File: src/design/core_settings.svh
/*
 * Core settings
 * Data width, reset PC and register count of the RV32I core
 */
`ifndef CORE_SETTINGS_SVH
`define CORE_SETTINGS_SVH

`define XLEN 32

// First fetch address
`define RESET_PC 32'h0

`define REG_COUNT 32

`endif

File: src/design/core_pkg.sv
/*
 * Core package
 * Opcode, FSM state, write-back, ALU function and flag types
 */
package core_pkg;

    typedef enum logic [6:0] {
        OPC_OP     = 7'b0110011,
        OPC_OP_IMM = 7'b0010011,
        OPC_LOAD   = 7'b0000011,
        OPC_STORE  = 7'b0100011,
        OPC_BRANCH = 7'b1100011,
        OPC_LUI    = 7'b0110111,
        OPC_AUIPC  = 7'b0010111,
        OPC_JAL    = 7'b1101111,
        OPC_JALR   = 7'b1100111,
        OPC_SYSTEM = 7'b1110011
    } opcode_e;

    typedef enum logic [3:0] {
        ST_IDLE, ST_FETCH, ST_DECODE, ST_REG_REG, ST_REG_IMM, ST_LUI, ST_AUIPC,
        ST_JAL, ST_BRANCH, ST_JALR, ST_LOAD, ST_STORE, ST_HALT
    } state_e;

    typedef enum logic [1:0] {
        WB_ALU,
        WB_MEM,
        WB_PC4
    } wb_src_e;

    // Same order as funct3
    typedef enum logic [2:0] {
        ALU_ADD, ALU_SLL, ALU_SLT, ALU_SLTU, ALU_XOR, ALU_SR, ALU_OR, ALU_AND
    } alu_op_e;

    typedef struct packed {
        logic zero;
        logic negative;
        logic carry_out;
        logic overflow;
    } alu_flags_t;

endpackage

File: src/design/core_ctrl_if.sv
/*
 * Control bus between control unit and datapath
 * Steering signals one way, instruction fields and ALU flags back
 */
interface core_ctrl_if;
    import core_pkg::*;

    logic       alua_src;      // PC as operand A
    logic       alub_src;      // Immediate as operand B
    alu_op_e    alu_op;
    logic       sub;
    logic       arithmetic;
    logic       alupc_src;     // JALR target
    logic       pc_src;
    logic       pc_en;
    wb_src_e    wb_src;
    logic       wr_reg_en;
    logic       ir_en;
    logic       mem_addr_src;

    logic [6:0] opcode;
    logic [2:0] funct3;
    logic [6:0] funct7;
    alu_flags_t flags;

    modport ctrl (
        output alua_src, alub_src, alu_op, sub, arithmetic, alupc_src,
        output pc_src, pc_en, wb_src, wr_reg_en, ir_en, mem_addr_src,
        input  opcode, funct3, funct7, flags
    );

    modport dp (
        input  alua_src, alub_src, alu_op, sub, arithmetic, alupc_src,
        input  pc_src, pc_en, wb_src, wr_reg_en, ir_en, mem_addr_src,
        output opcode, funct3, funct7, flags
    );

endinterface

File: src/design/control_unit.sv
/*
 * Control unit
 * Multicycle FSM: fetch, decode with legality check, one execute state
 * per instruction class. Halts for good on ECALL or an illegal instruction
 */
module control_unit (
    input  logic    clock,
    input  logic    reset,
    input  logic    mem_ack,
    output logic    rd_en,
    output logic    wr_en,
    output logic    halted,
    output logic    illegal_instruction,
    output logic    ecall,
    core_ctrl_if.ctrl bus
);
    import core_pkg::*;

    state_e state;
    state_e next_state;
    logic   dec_illegal;
    logic   dec_ecall;
    logic   beq_bne;
    logic   blt_bge;
    logic   bltu_bgeu;
    logic   branch_taken;

    always_ff @(posedge clock or posedge reset) begin
        if (reset) begin
            state <= ST_IDLE;
        end else begin
            state <= next_state;
        end
    end

    // Sticky until reset
    always_ff @(posedge clock or posedge reset) begin
        if (reset) begin
            illegal_instruction <= 1'b0;
            ecall <= 1'b0;
        end else if (state == ST_DECODE) begin
            if (dec_illegal) illegal_instruction <= 1'b1;
            if (dec_ecall) ecall <= 1'b1;
        end
    end

    assign halted = (state == ST_HALT);

    // Flags come from rs1 - rs2
    assign beq_bne = bus.flags.zero ^ bus.funct3[0];
    assign blt_bge = (bus.flags.negative ^ bus.flags.overflow) ^ bus.funct3[0];
    assign bltu_bgeu = bus.flags.carry_out ~^ bus.funct3[0];
    assign branch_taken = bus.funct3[2] ? (bus.funct3[1] ? bltu_bgeu : blt_bge) : beq_bne;

    always_comb begin
        rd_en = 1'b0;
        wr_en = 1'b0;
        bus.alua_src = 1'b0;
        bus.alub_src = 1'b0;
        bus.alu_op = ALU_ADD;
        bus.sub = 1'b0;
        bus.arithmetic = 1'b0;
        bus.alupc_src = 1'b0;
        bus.pc_src = 1'b0;
        bus.pc_en = 1'b0;
        bus.wb_src = WB_ALU;
        bus.wr_reg_en = 1'b0;
        bus.ir_en = 1'b0;
        bus.mem_addr_src = 1'b0;
        dec_illegal = 1'b0;
        dec_ecall = 1'b0;
        next_state = ST_FETCH;

        case (state)
            ST_IDLE: next_state = ST_FETCH;

            ST_FETCH: begin
                rd_en = 1'b1;
                if (mem_ack) begin
                    bus.ir_en = 1'b1;
                    next_state = ST_DECODE;
                end else begin
                    next_state = ST_FETCH;
                end
            end

            ST_DECODE: begin
                case (bus.opcode)
                    OPC_OP: begin
                        next_state = ST_REG_REG;
                        if (bus.funct3 == 3'b000 || bus.funct3 == 3'b101) begin
                            dec_illegal = ({bus.funct7[6], bus.funct7[4:0]} != 6'd0);
                        end else begin
                            dec_illegal = (bus.funct7 != 7'd0);
                        end
                    end
                    OPC_OP_IMM: begin
                        next_state = ST_REG_IMM;
                        if (bus.funct3 == 3'b001) dec_illegal = (bus.funct7 != 7'd0);
                        if (bus.funct3 == 3'b101)
                            dec_illegal = ({bus.funct7[6], bus.funct7[4:0]} != 6'd0);
                    end
                    OPC_LOAD: begin
                        next_state = ST_LOAD;
                        dec_illegal = (bus.funct3 != 3'b010);  // Words only
                    end
                    OPC_STORE: begin
                        next_state = ST_STORE;
                        dec_illegal = (bus.funct3 != 3'b010);
                    end
                    OPC_BRANCH: begin
                        next_state = ST_BRANCH;
                        dec_illegal = (bus.funct3[2:1] == 2'b01);
                    end
                    OPC_LUI:   next_state = ST_LUI;
                    OPC_AUIPC: next_state = ST_AUIPC;
                    OPC_JAL:   next_state = ST_JAL;
                    OPC_JALR: begin
                        next_state = ST_JALR;
                        dec_illegal = (bus.funct3 != 3'b000);
                    end
                    OPC_SYSTEM: begin
                        if (bus.funct3 == 3'b000 && bus.funct7 == 7'd0) dec_ecall = 1'b1;
                        else dec_illegal = 1'b1;
                    end
                    default: dec_illegal = 1'b1;
                endcase
                if (dec_illegal || dec_ecall) next_state = ST_HALT;
            end

            ST_REG_REG: begin
                bus.alu_op = alu_op_e'(bus.funct3);
                bus.sub = bus.funct7[5];
                bus.arithmetic = bus.funct7[5];
                bus.pc_en = 1'b1;
                bus.wr_reg_en = 1'b1;
            end

            ST_REG_IMM: begin
                bus.alub_src = 1'b1;
                bus.alu_op = alu_op_e'(bus.funct3);
                bus.arithmetic = bus.funct7[5] & (bus.funct3 == 3'b101);  // SRAI only
                bus.pc_en = 1'b1;
                bus.wr_reg_en = 1'b1;
            end

            ST_LUI: begin
                bus.alub_src = 1'b1;  // Datapath zeroes operand A
                bus.pc_en = 1'b1;
                bus.wr_reg_en = 1'b1;
            end

            ST_AUIPC: begin
                bus.alua_src = 1'b1;
                bus.alub_src = 1'b1;
                bus.pc_en = 1'b1;
                bus.wr_reg_en = 1'b1;
            end

            ST_JAL: begin
                bus.pc_src = 1'b1;
                bus.pc_en = 1'b1;
                bus.wb_src = WB_PC4;
                bus.wr_reg_en = 1'b1;
            end

            ST_BRANCH: begin
                bus.sub = 1'b1;
                bus.pc_src = branch_taken;
                bus.pc_en = 1'b1;
            end

            ST_JALR: begin
                bus.alub_src = 1'b1;  // rs1 + imm
                bus.alupc_src = 1'b1;
                bus.pc_src = 1'b1;
                bus.pc_en = 1'b1;
                bus.wb_src = WB_PC4;
                bus.wr_reg_en = 1'b1;
            end

            ST_LOAD: begin
                rd_en = 1'b1;
                bus.mem_addr_src = 1'b1;
                bus.alub_src = 1'b1;
                bus.wb_src = WB_MEM;
                if (mem_ack) begin
                    bus.pc_en = 1'b1;
                    bus.wr_reg_en = 1'b1;
                end else begin
                    next_state = ST_LOAD;
                end
            end

            ST_STORE: begin
                wr_en = 1'b1;
                bus.mem_addr_src = 1'b1;
                bus.alub_src = 1'b1;
                if (mem_ack) bus.pc_en = 1'b1;
                else next_state = ST_STORE;
            end

            ST_HALT: next_state = ST_HALT;

            default: next_state = ST_IDLE;
        endcase
    end

endmodule

File: src/design/core_top.sv
/*
 * RV32I multicycle core top
 * Control unit, datapath and memory port behind one valid/ready bus
 */
`include "core_settings.svh"

module core_top (
    input  logic               clock,
    input  logic               reset,
    input  logic               mem_ready,
    input  logic [`XLEN-1:0]   mem_rdata,
    output logic               mem_valid,
    output logic               mem_write,
    output logic [`XLEN-1:0]   mem_addr,
    output logic [`XLEN-1:0]   mem_wdata,
    output logic [`XLEN/8-1:0] mem_byte_en,
    output logic               halted,
    output logic               illegal_instruction,
    output logic               ecall
);

    core_ctrl_if ctrl_bus ();

    logic             rd_en;
    logic             wr_en;
    logic             mem_ack;
    logic [`XLEN-1:0] pc;
    logic [`XLEN-1:0] alu_result;
    logic [`XLEN-1:0] store_data;
    logic [`XLEN-1:0] rdata;

    control_unit u_control_unit (
        .clock(clock), .reset(reset), .mem_ack(mem_ack),
        .rd_en(rd_en), .wr_en(wr_en), .halted(halted),
        .illegal_instruction(illegal_instruction), .ecall(ecall), .bus(ctrl_bus)
    );

    datapath u_datapath (
        .clock(clock), .reset(reset), .mem_rdata(rdata), .pc(pc),
        .alu_result(alu_result), .store_data(store_data), .bus(ctrl_bus)
    );

    mem_port u_mem_port (
        .rd_en(rd_en), .wr_en(wr_en), .mem_addr_src(ctrl_bus.mem_addr_src),
        .pc(pc), .alu_result(alu_result), .store_data(store_data),
        .mem_ready(mem_ready), .bus_rdata(mem_rdata), .mem_ack(mem_ack),
        .mem_rdata(rdata), .mem_valid(mem_valid), .mem_write(mem_write),
        .mem_addr(mem_addr), .mem_byte_en(mem_byte_en), .mem_wdata(mem_wdata)
    );

endmodule

File: src/design/datapath.sv
/*
 * Datapath
 * PC, instruction register, register file, immediate generation, ALU
 * with flags, write-back and next-PC selection
 */
`include "core_settings.svh"

module datapath (
    input  logic             clock,
    input  logic             reset,
    input  logic [`XLEN-1:0] mem_rdata,
    output logic [`XLEN-1:0] pc,
    output logic [`XLEN-1:0] alu_result,
    output logic [`XLEN-1:0] store_data,
    core_ctrl_if.dp          bus
);
    import core_pkg::*;

    localparam int REG_AW = $clog2(`REG_COUNT);
    localparam int SHAMT_W = $clog2(`XLEN);

    logic [`XLEN-1:0]   ir;
    logic [`XLEN-1:0]   regs [`REG_COUNT];
    logic [REG_AW-1:0]  rs1_addr;
    logic [REG_AW-1:0]  rs2_addr;
    logic [REG_AW-1:0]  rd_addr;
    logic [`XLEN-1:0]   rs1_data;
    logic [`XLEN-1:0]   rs2_data;
    logic [`XLEN-1:0]   imm;
    logic [`XLEN-1:0]   op_a;
    logic [`XLEN-1:0]   op_b;
    logic [`XLEN:0]     diff;
    logic [`XLEN-1:0]   sum;
    logic [SHAMT_W-1:0] shamt;
    logic [`XLEN-1:0]   pc_plus4;
    logic [`XLEN-1:0]   next_pc;
    logic [`XLEN-1:0]   wb_data;
    alu_flags_t         flags;

    always_ff @(posedge clock or posedge reset) begin
        if (reset) pc <= `RESET_PC;
        else if (bus.pc_en) pc <= next_pc;
    end

    always_ff @(posedge clock) begin
        if (bus.ir_en) ir <= mem_rdata;
    end

    assign bus.opcode = ir[6:0];
    assign bus.funct3 = ir[14:12];
    assign bus.funct7 = ir[31:25];

    // LUI reads x0 so the adder passes the immediate
    assign rs1_addr = (bus.opcode == OPC_LUI) ? '0 : ir[15 +: REG_AW];
    assign rs2_addr = ir[20 +: REG_AW];
    assign rd_addr = ir[7 +: REG_AW];

    always_ff @(posedge clock) begin
        if (bus.wr_reg_en && rd_addr != '0) regs[rd_addr] <= wb_data;
    end

    assign rs1_data = (rs1_addr == '0) ? '0 : regs[rs1_addr];
    assign rs2_data = (rs2_addr == '0) ? '0 : regs[rs2_addr];
    assign store_data = rs2_data;

    always_comb begin
        case (bus.opcode)
            OPC_OP_IMM, OPC_LOAD, OPC_JALR: imm = {{(`XLEN-12){ir[31]}}, ir[31:20]};
            OPC_STORE:  imm = {{(`XLEN-12){ir[31]}}, ir[31:25], ir[11:7]};
            OPC_BRANCH: imm = {{(`XLEN-12){ir[31]}}, ir[7], ir[30:25], ir[11:8], 1'b0};
            OPC_LUI, OPC_AUIPC: imm = {ir[31:12], 12'd0};
            OPC_JAL: imm = {{(`XLEN-20){ir[31]}}, ir[19:12], ir[20], ir[30:21], 1'b0};
            default: imm = '0;
        endcase
    end

    assign op_a = bus.alua_src ? pc : rs1_data;
    assign op_b = bus.alub_src ? imm : rs2_data;
    assign shamt = op_b[SHAMT_W-1:0];

    // a + ~b + 1 with carry set when a >= b unsigned
    assign diff = {1'b0, op_a} + {1'b0, ~op_b} + 1'b1;
    assign sum = bus.sub ? diff[`XLEN-1:0] : op_a + op_b;

    assign flags.zero = (diff[`XLEN-1:0] == '0);
    assign flags.negative = diff[`XLEN-1];
    assign flags.carry_out = diff[`XLEN];
    assign flags.overflow = (op_a[`XLEN-1] != op_b[`XLEN-1]) &&
                            (diff[`XLEN-1] != op_a[`XLEN-1]);
    assign bus.flags = flags;

    always_comb begin
        case (bus.alu_op)
            ALU_ADD:  alu_result = sum;
            ALU_SLL:  alu_result = op_a << shamt;
            ALU_SLT:  alu_result = {{(`XLEN-1){1'b0}}, flags.negative ^ flags.overflow};
            ALU_SLTU: alu_result = {{(`XLEN-1){1'b0}}, ~flags.carry_out};
            ALU_XOR:  alu_result = op_a ^ op_b;
            ALU_SR: begin
                if (bus.arithmetic) alu_result = $signed(op_a) >>> shamt;
                else alu_result = op_a >> shamt;
            end
            ALU_OR:   alu_result = op_a | op_b;
            default:  alu_result = op_a & op_b;
        endcase
    end

    assign pc_plus4 = pc + `XLEN'd4;

    always_comb begin
        case (bus.wb_src)
            WB_MEM:  wb_data = mem_rdata;
            WB_PC4:  wb_data = pc_plus4;  // Link value
            default: wb_data = alu_result;
        endcase
    end

    always_comb begin
        if (bus.alupc_src) next_pc = {alu_result[`XLEN-1:1], 1'b0};
        else if (bus.pc_src) next_pc = pc + imm;
        else next_pc = pc_plus4;
    end

endmodule

File: src/design/mem_port.sv
/*
 * Memory port
 * Merges fetch and data requests onto one valid/ready bus
 */
`include "core_settings.svh"

module mem_port (
    input  logic                 rd_en,
    input  logic                 wr_en,
    input  logic                 mem_addr_src,
    input  logic [`XLEN-1:0]     pc,
    input  logic [`XLEN-1:0]     alu_result,
    input  logic [`XLEN-1:0]     store_data,
    input  logic                 mem_ready,
    input  logic [`XLEN-1:0]     bus_rdata,
    output logic                 mem_ack,
    output logic [`XLEN-1:0]     mem_rdata,
    output logic                 mem_valid,
    output logic                 mem_write,
    output logic [`XLEN-1:0]     mem_addr,
    output logic [`XLEN/8-1:0]   mem_byte_en,
    output logic [`XLEN-1:0]     mem_wdata
);

    assign mem_valid = rd_en | wr_en;
    assign mem_write = wr_en;

    // Instruction fetch uses the PC, loads and stores the ALU sum
    assign mem_addr = mem_addr_src ? alu_result : pc;

    assign mem_wdata = store_data;
    assign mem_byte_en = '1;  // Word accesses only

    // Transfer completes on valid and ready
    assign mem_ack = mem_valid & mem_ready;
    assign mem_rdata = bus_rdata;

endmodule

File: config.mk
export PLATFORM = sky130hd
export DESIGN_NAME = core_top
export DESIGN_NICKNAME = d
export VERILOG_FILES = /design/src/design/core_pkg.sv /design/src/design/core_ctrl_if.sv /design/src/design/control_unit.sv /design/src/design/core_top.sv /design/src/design/datapath.sv /design/src/design/mem_port.sv
export VERILOG_INCLUDE_DIRS = /design/src /design/src/design
export SDC_FILE = /design/constraint.sdc
export NUM_CORES = 2
export LEC_CHECK = 0
export BUFFER_PORTS_ARGS = -buffer_cell sky130_fd_sc_hd__buf_2
export CELL_PAD_IN_SITES_DETAIL_PLACEMENT = 1
export CELL_PAD_IN_SITES_GLOBAL_PLACEMENT = 1
export CORE_MARGIN = 4
export CORE_UTILIZATION = 45
export DETAILED_ROUTE_END_ITERATION = 16
export PLACE_DENSITY = 0.74
export SLEW_MARGIN = 10
export SYNTH_ARGS = -nofsm -noshare
export SYNTH_HDL_FRONTEND = slang
export SYNTH_SLANG_ARGS = --single-unit
File: constraint.sdc
create_clock -name clock -period 9.7 [get_ports clock]
set_input_delay 1.94 -clock clock [delete_from_list [all_inputs] [get_ports clock]]
set_output_delay 1.94 -clock clock [all_outputs]
set_load 0.005 [all_outputs]
* Word level (Yosys, flattened, before mapping) *
Memories as Yosys holds them, arrays and structs flattened. A register that Yosys moved wholly into a read port is not among the register bits.
Cells that the tools add are included.

cells by class
  add/subtract/negate cells = 5
  equal/unequal tests = 36
  shifts and indexed selects = 3
  muxes and demuxes = 50
  bitwise operators = 12
  reductions and logical operators = 30

operators by type and width
  kind                     count
  $mux W32                 9
  $pmux W32 S7             1
  $pmux W32 S5             1
  $add A32 B32 Y32         2
  $pmux W32 S2             1
  $pmux W4 S9              1
  $add A32 B32 Y33         1
  $add A33 B1 Y33 const B  1
  $add A32 B3 Y32 const B  1
  $and A32 B32 Y32         1
  $logic_not A32 Y1        1
  $not A32 Y32             1
  $or A32 B32 Y32          1
  $shl A32 B5 Y32          1
  $shr A32 B5 Y32          1
  $sshr A32 B5 Y32         1
  $xor A32 B32 Y32         1
  $eq A7 B7 Y1 const B     4
  $pmux W4 S6              1
  $mux W1                  22
  $eq A7 B6 Y1 const B     3
  $eq A4 B4 Y1 const B     5
  $eq A4 B3 Y1 const B     4
  $eq A7 B5 Y1 const B     2
  other kinds (38)         69

storage, ports and cells
  flip-flop bits (word level) = 70
  bits in writable memories = 1024
  bits of input ports = 35
  output and inout port bits = 73
  logic and storage cells = 142
  memories kept = 1

memory list
  name             words  width  read ports  clocked after memory_dff  write ports  line            RTL
  u_datapath.regs  32     32     2           1                         1            datapath.sv:23  logic [`XLEN-1:0] regs [`REG_COUNT];

* Longest topological paths before layout *
  depth in word-level cells = 16
  gate-level depth with buffers = 42
  mapped depth without buffers = 34

* Hierarchy *
A second synthesis with hierarchy kept.

unflattened totals
  cells, all modules = 5471
  area total of the unflattened synthesis = 67355.8 µm²

by module, submodules not included
  module        instances  cells each  area each (µm²)  sequential area each (µm²)
  datapath      1          5225        65317.6          32611.3
  mem_port      1          108         1079.8           0.0
  control_unit  1          138         958.4            150.1

* Worst setup path after synthesis *
OpenSTA, ideal clock, no wires.

  kind = reg-to-reg
  from = register (tool-made name)
  to = register u_datapath.pc[29]
  setup time = 0.126 ns
  data arrival time = 9.291 ns
  data required time = 9.574 ns
  setup slack = 0.283 ns
  cell stages (with the launch flop) = 39
  buffers on the path = 7
  clock period less this slack = 9.417 ns
  path through = dfxtp_1 > buf_4 > buf_6 > buf_6 > buf_2 > buf_1 > buf_1 > mux4_2 > mux4_2 > nand2_1 > a21oi_1 > o21ai_0 > ha_1 > buf_2 > or3_1 > o211ai_1 > o22a_1 > nand2_1 > [3 not listed] > a21oi_1 > nor2_1 > o21ai_0 > nand2b_1 > fa_1 > or4b_1 > a221o_1 > nor4_1 > o211ai_1 > nor4_1 > nand4_1 > or4_1 > nor4_4 > nand3_2 > a2111o_1 > nand2_2 > mux2_2 > a221o_1

RTL lines
  element               line            RTL
  to (signal assigned)  datapath.sv:41  if (reset) pc <= `RESET_PC;
  to (signal assigned)  datapath.sv:42  else if (bus.pc_en) pc <= next_pc;
  to (decl)             datapath.sv:12  output logic [`XLEN-1:0] pc,

* Final worst setup path *
  from = register u_datapath.ir[6]
  to = register u_datapath.pc[26]

on the way
  longest elaborated chain between the ends = 16
  elaborated cells on any way between the ends = 44
  those cells by class = add/sub (4); eq/ne (10); shift (3); mux (13); bitwise (8); reduce/logical (5); memory (1)

RTL lines
  element                                          line                            RTL
  from (decl)                                      datapath.sv:22                  logic [`XLEN-1:0] ir;
  from (signal assigned)                           datapath.sv:46                  if (bus.ir_en) ir <= mem_rdata;
  $eq A7 B6 Y1, or another cell as far along       datapath.sv:54, datapath.sv:67
  $mux W5, or another cell as far along            datapath.sv:54                  assign rs1_addr = (bus.opcode == OPC_LUI) ? '0 : ir[15 +: REG_AW];
  $mem_v2 Z32 W32, or another cell as far along    --
  $mux W32 (on tied branches)                      datapath.sv:62, datapath.sv:78
  $mux W32 / $not A32 Y32 (equally long branches)  datapath.sv:77, datapath.sv:82
  $add A32 B32 Y33                                 datapath.sv:82                  assign diff = {1'b0, op_a} + {1'b0, ~op_b} + 1'b1;
  $add A33 B1 Y33                                  datapath.sv:82
  $ne A1 B1 Y1                                     datapath.sv:89                  (diff[`XLEN-1] != op_a[`XLEN-1]);
  $logic_and A1 B1 Y1                              datapath.sv:88                  assign flags.overflow = (op_a[`XLEN-1] != op_b[`XLEN-1]) &&
  $xor A1 B1 Y1 (2 in a row)                       control_unit.sv:51              assign blt_bge = (bus.flags.negative ^ bus.flags.overflow) ^ bus.funct3[0];
  $mux W1 (2 in a row)                             control_unit.sv:53              assign branch_taken = bus.funct3[2] ? (bus.funct3[1] ? bltu_bgeu : blt_bge) : beq_bne;
  $pmux W1 S2                                      control_unit.sv:74              case (state)
  $mux W32                                         datapath.sv:120                 else if (bus.pc_src) next_pc = pc + imm;
  $mux W32 *                                       datapath.sv:119                 if (bus.alupc_src) next_pc = {alu_result[`XLEN-1:1], 1'b0};

Mark *: on every way between the ends. The rest lies on a longest branch, timed or not.
A chain may end at the register's enable or synchronous reset.

==> flow_metrics.py <==
metrics = {
    "outcome": {
        "run_status": "complete, no violations",
    },
    "routing": {
        "vias": 57700,
        "wl_met1_um": 116000,
        "wirelength_um": 337000,
        "route.met2.wl_um": 144000,
        "dr.pass1.iters": 6,
        "wl_met3_um": 44900,
        "ant_nets": 0,
        "drtIter0Drc": 10100,
        "highest_layer": "met5",
        "via_per_inst": 7.48,
        "post_drt_wl_per_cell_um": 43.7,
        "drc": 0,
    },
    "placement": {
        "gp_congestion": 1.05,
        "io_buffers": 103,
        "detailed_place_hpwl_um": 227000,
    },
    "timing": {
        "fin_tns_setup_ns": 0,
        "worst_pin_slew_ns": 1.31,
        "setup_viol": 0,
        "rsz0062_at_grt": "yes",
        "min_period_ns": 9.54,
        "final_max_slew_viol_count": 0,
        "slew-limit-headroom": 0.124,
        "hold_violations": 0,
        "fin_crit_sh": 0.983,
        "clock_skew_ns": 0.0900,
        "fmax_mhz": 105,
    },
    "clock_network": {
        "cts_tree": "done",
        "htreeDepth": 3,
        "cts-root-buf": "clkbuf_16",
        "cts.sink_count": 1099,
        "clk_pin_slew_ns": 0.06,
        "insertion_delay_ns": 0.78,
        "cts_made_buffers": 118,
        "cts.path.max_buffers": 3,
    },
    "synth": {
        "netlist.top_cell.by_area": "edfxtp_1",
        "ys_top_cells_by_area": "edfxtp_1 49%, mux4_2 12%, mux2i_1 3.6%, ha_1 2.5%, a21oi_1 2.3%",
        "avgSynthCellArea_um2": 12.4,
        "yosysWarnings": 0,
        "async_flop_share": 0.0346,
        "ys_seq_area_frac": 0.503,
        "ys_seq_elements": 1099,
        "synth-edff-count": 1056,
        "synth_ff_type": "edfxtp_1",
        "syn-cell-area_mm2": 0.0652,
        "yosysTopAreaCellShare": 0.487,
        "synth_cells": 5274,
        "synthDistinctLibCells": 114,
    },
    "worst_setup_path": {
        "setup.worst_path.end_class": "flip-flop",
        "cp.arrival_ns": 10.11,
        "max_stage_delay_ns": 0.56,
        "slowest_stage": "or4_4",
        "r2r_cells": 42,
        "cp_max_fo": 12,
        "path_class": "reg2reg",
        "crit_required_ns": 10.27,
        "path_common_cell": "buf_4",
        "startpoint_type": "flip-flop",
    },
    "global_route": {
        "grt_max_degree": 66,
        "antenna_found_initial": 16,
        "grt_pass1_vias": 56000,
        "grt_pass1_wl_um": 452000,
        "grt_use_total": 0.425,
        "grt.overflow.total": 0,
    },
    "layout": {
        "layout.area.seq_mm2": 0.0328,
        "fin_util": 0.534,
        "multi_input_area_mm2": 0.0312,
        "fillCellCount": 14600,
        "synthToLayoutAreaGrowth_pct": 17.8,
        "layout.nets": 5869,
        "drive_gt1_frac": 0.271,
    },
    "die": {
        "die_w_um": 389,
        "core_area_mm2": 0.144,
        "initial_core_util": 0.454,
        "fp.dieH_um": 389,
        "ios": 108,
        "die_area_mm2": 0.151,
        "placementRows": 139,
    },
    "flow_run": {
        "cap_violations": 0,
    },
    "min_path": {
        "min_path_type": "reg2reg",
        "min_delay_path_depth": 1,
    },
}
[logic make-up after synthesis]
logic type / Yosys count / share of synthesized area
AO/OA/AOI/OAI: 1520 / 0.162
AND/OR/NAND/NOR: 1179 / 0.0837
flip-flops: 1099 / 0.503
multiplexers: 678 / 0.173
buffers and inverters: 557 / 0.0380
adder cells (fa/ha/maj): 135 / 0.0264
XOR/XNOR: 104 / 0.0140
other: 2 / 0.000115
[state kept, by name (all words and copies together) (netlist names), named ones only]
| name | count |
|---|---|
| u_control_unit.ecall | 1 |
| u_control_unit.illegal_instruction | 1 |
| u_control_unit.state | 4 |
| u_datapath.ir | 32 |
| u_datapath.pc | 32 |
| u_datapath.regs | 1024 |
[placed cells by master (no fill, tap or decap), types with 56 or more instances in the layout]
cell type  instances
edfxtp_1        1056
buf_4            498
nand2_1          352
mux4_2           351
nor2_1           346
a21oi_1          261
o21ai_0          257
mux2i_1          231
o22ai_1          134
clkbuf_16        128
inv_1            124
ha_1             124
buf_2            103
a221oi_1          92
mux2_2            91
a211oi_1          88
nand3_1           80
xnor2_1           75
nor3_1            74
a21o_1            59
nor2b_1           56
o211ai_1          56
[metal layers]
| metal | global-route usage | vias to the layer above |
|---|---|---|
| met5 | 0 | - |
| met4 | 0.306 | 14 |
| met3 | 0.128 | 1419 |
| met2 | 0.632 | 5320 |
| met1 | 0.530 | 29100 |
| li1 | - | 21900 |
[final cells by class]
cell class,instances,area share
Inverter,137,0.00670
Clock inverter,80,0.0113
Sequential cell,1099,0.427
Antenna cell,10,0.000326
Timing Repair Buffer,691,0.0772
Clock buffer,141,0.0396
Multi-Input combinational cell,3652,0.407
Tap cell,1903,0.0310
[repair_timing]
action / CTS / global route
setup endpoints to repair: 40 / 43
resized for setup: 30 / 156
cloned: 0 / 10
pin swaps: 6 / 47
hold endpoints to repair: 0 / 0
setup buffers: 5 / 81
hold buffers: 0 / 0
[stage by stage]
stage / setup slack [ns] / hold WS [ns] / instances / area, µm²
final: 0.162 / 0.454 / 7713 / 76800
after global routing: -0.0967 / 0.474 / 7704 / 76800
after CTS: 0.00540 / 0.458 / 7612 / 75100
after detailed placement: -0.199 / 0.447 / 7386 / 71000
after global placement: -0.0819 / 0.433 / 7386 / 71000
after floorplan: 0.283 / 0.451 / 5308 / 65300
[final timing paths]
| kind | startpoint | to | slack (ns) |
|---|---|---|---|
| max in group asynchronous | reset | u_datapath.pc[12] | 7.67 |
| min reg2reg | u_control_unit.illegal_instruction | u_control_unit.illegal_instruction | 0.45 |
| max | u_datapath.ir[6] | u_datapath.pc[26] | 0.16 |
| min in group asynchronous | reset | u_control_unit.state[2] | 1.42 |
| max reg2reg | u_datapath.ir[6] | u_datapath.pc[26] | 0.16 |
| min | u_control_unit.illegal_instruction | u_control_unit.illegal_instruction | 0.45 |
[synth_stat cells (19+ instances only)]
cell type,count
a211oi_1,96
a21o_1,61
a21oi_1,300
a221o_1,26
a221oi_1,94
a22oi_1,47
a31oi_1,48
and2_1,32
and3_1,25
buf_1,55
buf_2,125
buf_4,34
clkbuf_1,193
dfrtp_1,38
edfxtp_1,1056
ha_1,131
inv_1,130
mux2_2,91
mux2i_1,235
mux4_2,351
nand2_1,361
nand2b_1,42
nand3_1,82
nand4_1,19
nor2_1,371
nor2b_1,60
nor3_1,83
nor4_1,24
o211ai_1,56
o21a_1,24
o21ai_0,272
o221ai_1,44
o22ai_1,137
o31ai_1,20
xnor2_1,75
xor2_1,29
[worst max-delay path, delay by kind of cell (launching register included)]
family	cells	cell delay, ns
multiplexers	1	0.20
flip-flops	1	0.40
adder cells (fa/ha/maj)	2	0.77
buffers and inverters	10	1.68
AO/OA/AOI/OAI	12	2.26
AND/OR/NAND/NOR	17	4.03
Power is left out: the tool's default activity adds up to more than one toggle a clock period on the data nets, which glitch-free logic cannot reach.
